--- src/hdl/cache_subsys_pkg.sv ---
package cache_subsys_pkg;

  localparam int unsigned ADDR_WIDTH = 32;
  localparam int unsigned DATA_WIDTH = 64;
  // Prefetch addresses step in whole lines
  localparam int unsigned LINE_BYTES = 16;

  typedef enum logic [1:0] {
    SRC_ICACHE   = 2'd0,
    SRC_DCACHE   = 2'd1,
    SRC_PREFETCH = 2'd2
  } mem_src_e;

  // Read request from any of the three sources
  typedef struct packed {
    logic [ADDR_WIDTH-1:0] addr;
  } rd_req_t;

  // Tagged request on the memory channel, 34 bits
  typedef struct packed {
    logic [ADDR_WIDTH-1:0] addr;
    mem_src_e              src;
  } mem_req_t;

  // Tagged response on the memory channel, 66 bits
  typedef struct packed {
    logic [DATA_WIDTH-1:0] data;
    mem_src_e              src;
  } mem_rsp_t;

  typedef struct packed {
    logic [DATA_WIDTH-1:0] data;
  } refill_t;

  // Address of an accepted load
  typedef struct packed {
    logic [ADDR_WIDTH-1:0] addr;
  } snoop_t;

  typedef struct packed {
    logic [38:0]        reserved;
    logic               enable;
    logic [7:0]         burst_len;
    logic signed [15:0] stride_lines;
  } pf_param_fields_t;

  // Prefetcher parameter word, raw for access and fields for decode
  typedef union packed {
    logic [63:0]      raw;
    pf_param_fields_t fields;
  } pf_param_u;

endpackage
--- src/hdl/cache_mem_subsystem.sv ---
`timescale 1ns/100ps

module cache_mem_subsystem #(
  parameter int unsigned MaxInflight = 2
) (
  input  logic                        clk_i,
  input  logic                        rst_ni,
  input  logic                        icache_req_valid_i,
  output logic                        icache_req_ready_o,
  input  cache_subsys_pkg::rd_req_t   icache_req_i,
  input  logic                        dcache_req_valid_i,
  output logic                        dcache_req_ready_o,
  input  cache_subsys_pkg::rd_req_t   dcache_req_i,
  input  logic                        snoop_valid_i,
  input  cache_subsys_pkg::snoop_t    snoop_i,
  output logic                        mem_req_valid_o,
  input  logic                        mem_req_ready_i,
  output cache_subsys_pkg::mem_req_t  mem_req_o,
  input  logic                        mem_rsp_valid_i,
  output logic                        mem_rsp_ready_o,
  input  cache_subsys_pkg::mem_rsp_t  mem_rsp_i,
  output logic                        icache_rsp_valid_o,
  output cache_subsys_pkg::refill_t   icache_rsp_o,
  output logic                        dcache_rsp_valid_o,
  output cache_subsys_pkg::refill_t   dcache_rsp_o,
  input  logic                        pf_base_set_i,
  input  logic [63:0]                 pf_base_i,
  output logic [63:0]                 pf_base_o,
  input  logic                        pf_param_set_i,
  input  cache_subsys_pkg::pf_param_u pf_param_i,
  output cache_subsys_pkg::pf_param_u pf_param_o,
  output logic [63:0]                 pf_status_o
);

  logic                      pf_req_valid;
  logic                      pf_req_ready;
  cache_subsys_pkg::rd_req_t pf_req;
  logic                      pf_done;

  stride_prefetcher #(
    .MaxInflight(MaxInflight)
  ) i_stride_prefetcher (
    .clk_i,
    .rst_ni,
    .pf_base_set_i,
    .pf_base_i,
    .pf_base_o,
    .pf_param_set_i,
    .pf_param_i,
    .pf_param_o,
    .pf_status_o,
    .snoop_valid_i,
    .snoop_i,
    .pf_req_valid_o(pf_req_valid),
    .pf_req_ready_i(pf_req_ready),
    .pf_req_o      (pf_req),
    .pf_done_i     (pf_done)
  );

  miss_arbiter i_miss_arbiter (
    .clk_i,
    .rst_ni,
    .icache_req_valid_i,
    .icache_req_ready_o,
    .icache_req_i,
    .dcache_req_valid_i,
    .dcache_req_ready_o,
    .dcache_req_i,
    .pf_req_valid_i(pf_req_valid),
    .pf_req_ready_o(pf_req_ready),
    .pf_req_i      (pf_req),
    .mem_req_valid_o,
    .mem_req_ready_i,
    .mem_req_o
  );

  refill_router i_refill_router (
    .clk_i,
    .rst_ni,
    .mem_rsp_valid_i,
    .mem_rsp_ready_o,
    .mem_rsp_i,
    .icache_rsp_valid_o,
    .icache_rsp_o,
    .dcache_rsp_valid_o,
    .dcache_rsp_o,
    .pf_done_o(pf_done)
  );

endmodule

--- src/hdl/refill_router.sv ---
`timescale 1ns/100ps

module refill_router (
  input  logic                       clk_i,
  input  logic                       rst_ni,
  input  logic                       mem_rsp_valid_i,
  output logic                       mem_rsp_ready_o,
  input  cache_subsys_pkg::mem_rsp_t mem_rsp_i,
  output logic                       icache_rsp_valid_o,
  output cache_subsys_pkg::refill_t  icache_rsp_o,
  output logic                       dcache_rsp_valid_o,
  output cache_subsys_pkg::refill_t  dcache_rsp_o,
  output logic                       pf_done_o
);

  logic to_icache;
  logic to_dcache;
  logic to_pf;

  // Caches never stall a refill
  assign mem_rsp_ready_o = 1'b1;

  assign to_icache = (mem_rsp_i.src == cache_subsys_pkg::SRC_ICACHE);
  assign to_dcache = (mem_rsp_i.src == cache_subsys_pkg::SRC_DCACHE);
  assign to_pf     = (mem_rsp_i.src == cache_subsys_pkg::SRC_PREFETCH);

  assign icache_rsp_valid_o = mem_rsp_valid_i && to_icache;
  assign dcache_rsp_valid_o = mem_rsp_valid_i && to_dcache;

  assign icache_rsp_o.data = mem_rsp_i.data;
  assign dcache_rsp_o.data = mem_rsp_i.data;

  // Prefetched lines only retire a throttle slot
  assign pf_done_o = mem_rsp_valid_i && to_pf;

  // Tag must be one the arbiter could have stamped
  a_rsp_src_known: assert property (
    @(posedge clk_i) disable iff (!rst_ni)
    mem_rsp_valid_i |-> !$isunknown(mem_rsp_i.src) && (to_icache || to_dcache || to_pf)
  );

endmodule

--- src/hdl/miss_arbiter.sv ---
`timescale 1ns/100ps

module miss_arbiter (
  input  logic                       clk_i,
  input  logic                       rst_ni,
  input  logic                       icache_req_valid_i,
  output logic                       icache_req_ready_o,
  input  cache_subsys_pkg::rd_req_t  icache_req_i,
  input  logic                       dcache_req_valid_i,
  output logic                       dcache_req_ready_o,
  input  cache_subsys_pkg::rd_req_t  dcache_req_i,
  input  logic                       pf_req_valid_i,
  output logic                       pf_req_ready_o,
  input  cache_subsys_pkg::rd_req_t  pf_req_i,
  output logic                       mem_req_valid_o,
  input  logic                       mem_req_ready_i,
  output cache_subsys_pkg::mem_req_t mem_req_o
);

  logic                       out_valid_q;
  cache_subsys_pkg::mem_req_t out_q;
  cache_subsys_pkg::mem_req_t sel;
  logic                       can_load;
  logic                       any_valid;

  // Output register is free or empties this cycle
  assign can_load  = !out_valid_q || mem_req_ready_i;
  assign any_valid = icache_req_valid_i || dcache_req_valid_i || pf_req_valid_i;

  // Fixed priority: icache, dcache, prefetch
  assign icache_req_ready_o = can_load;
  assign dcache_req_ready_o = can_load && !icache_req_valid_i;
  assign pf_req_ready_o     = can_load && !icache_req_valid_i && !dcache_req_valid_i;

  always_comb begin
    if (icache_req_valid_i) begin
      sel.addr = icache_req_i.addr;
      sel.src  = cache_subsys_pkg::SRC_ICACHE;
    end else if (dcache_req_valid_i) begin
      sel.addr = dcache_req_i.addr;
      sel.src  = cache_subsys_pkg::SRC_DCACHE;
    end else begin
      sel.addr = pf_req_i.addr;
      sel.src  = cache_subsys_pkg::SRC_PREFETCH;
    end
  end

  always_ff @(posedge clk_i or negedge rst_ni) begin
    if (!rst_ni) begin
      out_valid_q <= 1'b0;
    end else if (can_load) begin
      out_valid_q <= any_valid;
    end
  end

  always_ff @(posedge clk_i) begin
    if (can_load && any_valid) begin
      out_q <= sel;
    end
  end

  assign mem_req_valid_o = out_valid_q;
  assign mem_req_o       = out_q;

  a_req_stable: assert property (
    @(posedge clk_i) disable iff (!rst_ni)
    mem_req_valid_o && !mem_req_ready_i |=> mem_req_valid_o && $stable(mem_req_o)
  );

endmodule

--- src/hdl/stride_prefetcher.sv ---
`timescale 1ns/100ps

module stride_prefetcher #(
  parameter int unsigned MaxInflight = 2
) (
  input  logic                        clk_i,
  input  logic                        rst_ni,
  input  logic                        pf_base_set_i,
  input  logic [63:0]                 pf_base_i,
  output logic [63:0]                 pf_base_o,
  input  logic                        pf_param_set_i,
  input  cache_subsys_pkg::pf_param_u pf_param_i,
  output cache_subsys_pkg::pf_param_u pf_param_o,
  output logic [63:0]                 pf_status_o,
  input  logic                        snoop_valid_i,
  input  cache_subsys_pkg::snoop_t    snoop_i,
  output logic                        pf_req_valid_o,
  input  logic                        pf_req_ready_i,
  output cache_subsys_pkg::rd_req_t   pf_req_o,
  input  logic                        pf_done_i
);

  localparam int unsigned AW   = cache_subsys_pkg::ADDR_WIDTH;
  localparam int unsigned CntW = $clog2(MaxInflight + 1);

  logic [63:0]                 base_q;
  cache_subsys_pkg::pf_param_u param_q;
  logic                        active_q;
  logic [7:0]                  remaining_q;
  logic [AW-1:0]               next_addr_q;
  logic [CntW-1:0]             inflight_q;
  logic [63:0]                 status_q;

  logic signed [AW-1:0] stride_ext;
  logic [AW-1:0]        stride_bytes;
  logic                 trigger;
  logic                 issue;
  logic                 last_issue;

  // Signed line count scaled to a byte offset
  assign stride_ext   = param_q.fields.stride_lines;
  assign stride_bytes = stride_ext * AW'(cache_subsys_pkg::LINE_BYTES);

  assign trigger = snoop_valid_i && param_q.fields.enable && !active_q
                   && (param_q.fields.burst_len != 8'd0)
                   && (snoop_i.addr == base_q[AW-1:0]);

  // Throttle on outstanding prefetches
  assign pf_req_valid_o = active_q && (inflight_q < CntW'(MaxInflight));
  assign pf_req_o.addr  = next_addr_q;

  assign issue      = pf_req_valid_o && pf_req_ready_i;
  assign last_issue = issue && (remaining_q == 8'd1);

  always_ff @(posedge clk_i or negedge rst_ni) begin
    if (!rst_ni) begin
      base_q  <= '0;
      param_q <= '0;
    end else begin
      // Software write wins over the end-of-burst advance
      if (pf_base_set_i) begin
        base_q <= pf_base_i;
      end else if (last_issue) begin
        base_q <= 64'(next_addr_q);
      end
      if (pf_param_set_i) begin
        param_q.raw <= pf_param_i.raw;
      end
    end
  end

  always_ff @(posedge clk_i or negedge rst_ni) begin
    if (!rst_ni) begin
      active_q    <= 1'b0;
      remaining_q <= '0;
    end else if (trigger) begin
      active_q    <= 1'b1;
      remaining_q <= param_q.fields.burst_len;
    end else if (issue) begin
      active_q    <= !last_issue;
      remaining_q <= remaining_q - 8'd1;
    end
  end

  always_ff @(posedge clk_i) begin
    if (trigger) begin
      next_addr_q <= base_q[AW-1:0] + stride_bytes;
    end else if (issue) begin
      next_addr_q <= next_addr_q + stride_bytes;
    end
  end

  always_ff @(posedge clk_i or negedge rst_ni) begin
    if (!rst_ni) begin
      inflight_q <= '0;
      status_q   <= '0;
    end else begin
      case ({issue, pf_done_i})
        2'b10:   inflight_q <= inflight_q + CntW'(1);
        2'b01:   inflight_q <= inflight_q - CntW'(1);
        default: inflight_q <= inflight_q;
      endcase
      if (pf_done_i) begin
        status_q <= status_q + 64'd1;
      end
    end
  end

  assign pf_base_o       = base_q;
  assign pf_param_o.raw  = param_q.raw;
  assign pf_status_o     = status_q;

  // Retire pulses come back through the router
  a_inflight_bound: assert property (
    @(posedge clk_i) disable iff (!rst_ni) inflight_q <= CntW'(MaxInflight)
  );

endmodule

--- config.mk ---
export PLATFORM = sky130hd
export DESIGN_NAME = cache_mem_subsystem
export DESIGN_NICKNAME = d
export VERILOG_FILES = /design/src/hdl/cache_subsys_pkg.sv /design/src/hdl/cache_mem_subsystem.sv /design/src/hdl/refill_router.sv /design/src/hdl/miss_arbiter.sv /design/src/hdl/stride_prefetcher.sv
export SDC_FILE = /design/constraint.sdc
export NUM_CORES = 1
export LEC_CHECK = 0
export ABC_AREA = 0
export BUFFER_PORTS_ARGS = -buffer_cell sky130_fd_sc_hd__buf_2
export CAP_MARGIN = 20
export CORE_AREA = 2 2 256 258
export DETAILED_ROUTE_END_ITERATION = 16
export DIE_AREA = 0 0 258 260
export GPL_ROUTABILITY_DRIVEN = 0
export REMOVE_ABC_BUFFERS = 1
export SYNTH_ARGS = -nofsm -noshare
export SYNTH_HDL_FRONTEND = slang
export SYNTH_SLANG_ARGS = --single-unit
--- constraint.sdc ---
create_clock -name clk_i -period 3.9 [get_ports clk_i]
set_input_delay 0.39 -clock clk_i [delete_from_list [all_inputs] [get_ports clk_i]]
set_output_delay 0.39 -clock clk_i [all_outputs]
set_load 0.01 [all_outputs]
==> flow_summary.toml <==
[status]
status = "complete, but fails checks"
failed_checks = "setup timing"

[setup_path]
crit_path_frequent_cell = "buf_6"
cp-start-kind = "flip-flop"
cpPeakStageDelay_ns = 0.44
worstReg2RegStart = "i_stride_prefetcher.pf_base_o[26]"
critPathKind = "reg -> reg"
slowest_stage = "a2111o_1"
crit_chain = "xor2_1, nor4_1, buf_4, nand3_4, nor4_4, buf_6, buf_6, mux2_2, ha_4, buf_6, nand4_1, a21oi_2, o21ai_4, a2111o_1, o211ai_1, xnor2_1"
arrival_ns = 4.31
cp_max_fo = 4
r2r_setup_slack_ns = -0.12
crit_required_ns = 4.20
worst-r2r-cell-count = 16
regToRegEndpoint = "i_stride_prefetcher.pf_req_o[31]"
crit_path_end_kind = "flip-flop"

[routing]
route.detailed.vias_per_inst = 4.53
drt-wirelength-per-cell_um = 22.3
initialDrtViolationCount = 657
num_vias = 12100
firstDrtPassIters = 6
wirelength_um = 59700
ant_nets = 0
drcViolationCount = 0

[timing]
fmax_mhz = 249
tns_ns = -0.921
rsz0062_at_grt = "true"
fin_skew_ns = 0.0320
worstMarginPinSlew_ns = 1.06
setup_ws_ns = -0.115
slew_violations = 0
setup_viol = 13
period_needed_ns = 4.02
slew_headroom_pct = 29.5
fin_crit_sh_pct = 103
hold_violations = 0

[synth]
synth_area_leaders = "dfrtp_1 36%, edfxtp_1 14%, mux2_2 7.4%"
synth_seq_area_share_pct = 49.4
synth_cell_type_count = 55
async_reset_ff_share_pct = 75.6
synth_top_cell_by_area = "dfrtp_1"
syn_avg_cell_area_sq_um = 10.9
yosysWarnings = 0
synth-main-ff-cell = "dfrtp_1"
syn-instance-count = 1319
ys_ff_latch = 270
syn_area_sq_um = 14300
synth_top_area_share_pct = 35.6
synth_edf_count = 66

[pwr]
total_leakage_power_nw = 9.46
powerDensity_nw_per_um2 = 409
ir_drop_mv = 0.301
power.total_mw = 8.03

[floorplan]
dieArea_sq_um = 67100
die_w_um = 258
io_pins = 659
core_area_sq_um = 64100
rows = 93
start_util_pct = 22.4
die_h_um = 260

[cells_and_area]
syn_to_final_growth_pct = 36.9
nNetsFinal = 2121
drive_gt1_share_pct = 46.2

[hold_path]
holdPathStages = 3
min_path_type = "in -> reg"
hold_end = "i_stride_prefetcher.pf_base_o[23]"
worstHoldStart = "pf_base_i[23]"

[clock_network]
cts.sinks = 270
htree_levels = 2
clk_latency_ns = 0.55
root_buffer = "clkbuf_16"
clk_pin_slew_ns = 0.06
cts_buffers = 37
ctsLongestPathBuffers = 3
cts_tree = "yes"

[grt]
grt_first_pass_wirelength_um = 84700
antenna_found_initial = 4
overflow = 0
grt.total_usage_pct = 17.0
grt_max_degree = 108
first_global_vias = 12400

[run]
maxCapViolations = 0

[placement]
post-place-ws_ns = -0.974
dp_hpwl_um = 45000
portBuffers = 465
==> where the power goes <==
part,switching (mW),internal (mW)
registers,0.158,3.11
logic,0.747,0.663
clock network,1.35,2.00
total,2.25,5.77
==> critical path: cells and delay by family (launching register included) <==
| family | cells | cell delay, ns |
|---|---|---|
| AO/OA/AOI/OAI | 4 | 0.95 |
| XOR/XNOR | 2 | 0.29 |
| adder cells (fa/ha/maj) | 1 | 0.28 |
| buffers and inverters | 4 | 0.61 |
| flip-flops | 1 | 0.43 |
| multiplexers | 1 | 0.35 |
| AND/OR/NAND/NOR | 4 | 0.84 |
==> worst max path at each step <==
stage / startpoint / to / cells past startpoint / slack, ns
final: i_stride_prefetcher.pf_base_o[26] / i_stride_prefetcher.pf_req_o[31] / 16 / -0.12
after global routing: i_stride_prefetcher.pf_base_o[22] / i_stride_prefetcher.pf_req_o[21] / 16 / -0.27
after CTS: i_stride_prefetcher.pf_base_o[18] / i_stride_prefetcher.pf_req_o[22] / 18 / -0.19
after detailed placement: snoop_i[2] / i_stride_prefetcher.pf_req_o[28] / 15 / -0.97
after global placement: snoop_i[2] / i_stride_prefetcher.pf_req_o[28] / 15 / -0.84
after floorplan: i_stride_prefetcher.pf_base_o[30] / i_stride_prefetcher.pf_req_o[24] / 15 / -0.97
==> state kept, by name (all words and copies together), names as in the netlist <==
register / cells
i_stride_prefetcher.pf_status_o: 64
i_miss_arbiter.mem_req_o: 34
i_stride_prefetcher.remaining_q: 8
i_stride_prefetcher.pf_param_o: 64
i_miss_arbiter.mem_req_valid_o: 1
i_stride_prefetcher.pf_base_o: 64
i_stride_prefetcher.pf_req_o: 32
i_stride_prefetcher.inflight_q: 2
i_stride_prefetcher.active_q: 1
==> final cells by class <==
cell class | instances | area (sq um)
diodes | 4 | 10.0
clock buffers | 54 | 1110
clock inverters | 11 | 98.8
fillers | 6555 | 44500
inverters | 23 | 86.3
multi-input cells | 842 | 6530
flip-flops and latches | 270 | 7090
well taps | 855 | 1070
repair buffers | 616 | 3620
==> cells in the mapped netlist, types with 27 or more instances <==
cell type,count
nand3_1,33
xor2_1,58
buf_4,133
xnor2_1,69
o21ai_0,115
a21oi_1,27
mux2i_1,65
dfrtp_1,204
ha_1,31
clkbuf_1,40
nor2_1,34
nand2_1,173
edfxtp_1,66
mux2_2,94
==> layout by cell type (no fill, tap or decap), drive strengths merged, types with 2 or more instances in the layout <==
| master | netlist | final |
|---|---|---|
| and3b | 2 | 2 |
| mux2 | 94 | 94 |
| nor3b | 2 | 2 |
| or2 | 3 | 3 |
| a211o | 2 | 2 |
| a211oi | 2 | 2 |
| inv | 22 | 24 |
| nand3 | 35 | 35 |
| nor2b | 6 | 6 |
| clkinv | 1 | 9 |
| xor2 | 58 | 58 |
| dfrtp | 204 | 204 |
| diode | 0 | 4 |
| a21o | 24 | 24 |
| clkbuf | 40 | 54 |
| nor3 | 9 | 9 |
| a21boi | 2 | 2 |
| nand4 | 15 | 15 |
| buf | 144 | 614 |
| mux2i | 65 | 65 |
| edfxtp | 66 | 66 |
| o21ai | 115 | 115 |
| nor2 | 35 | 35 |
| o21bai | 6 | 6 |
| nand2 | 173 | 173 |
| and2 | 4 | 4 |
| xnor2 | 69 | 69 |
| and3 | 14 | 14 |
| a21oi | 27 | 27 |
| and4 | 8 | 8 |
| o211ai | 2 | 2 |
| a2111o | 2 | 2 |
| nor4 | 15 | 15 |
| a31oi | 7 | 7 |
| ha | 31 | 31 |
| or3 | 4 | 4 |
| o2111ai | 2 | 2 |
==> cell families after synthesis <==
logic type                 after synthesis  synth area share (%)
and+or+nand+nor                        327                  11.1
DFF                                    270                  49.4
buffers and inverters                  207                  9.02
AOI/OAI and AO/OA                      196                  7.85
muxes                                  159                  11.9
xor gates and xnor gates               127                  7.76
adders and majority gates               32                  2.85
other                                    1                0.0262
==> metrics by stage <==
stage | hold slack (ns) | instances | instance area [sq um] | utilization (%)
6_report | 0.0492 | 2675 | 19600 | 30.6
5_1_grt | 0.0175 | 2674 | 19600 | 30.6
4_1_cts | 0.00111 | 2663 | 19300 | 30.1
3_5_place_dp | 0.451 | 2585 | 17600 | 27.4
3_3_place_gp | 0.451 | 2585 | 17600 | 27.4
2_1_floorplan | 0.0944 | 1135 | 13100 | -
==> metal layers <==
layer / share of wire (%) / global-route usage [%] / wire [um]
met1: 44 / 22.1 / 26200
met2: 43 / 24.8 / 25400
met3: 11 / 8.00 / 6720
met4: 2.0 / 4.64 / 1190
met5: 0.43 / 3.56 / 254
==> timing repair <==
item | in CTS | in global routing
setup endpoints to repair | 21 | 19
hold endpoints to repair | 94 | 0
pin swaps | 30 | 21
resized for setup | 63 | 45
hold buffers | 1 | 0
gates cloned | 1 | 0
buffers inserted | 12 | 9
Power figures use the tool's default switching activity.
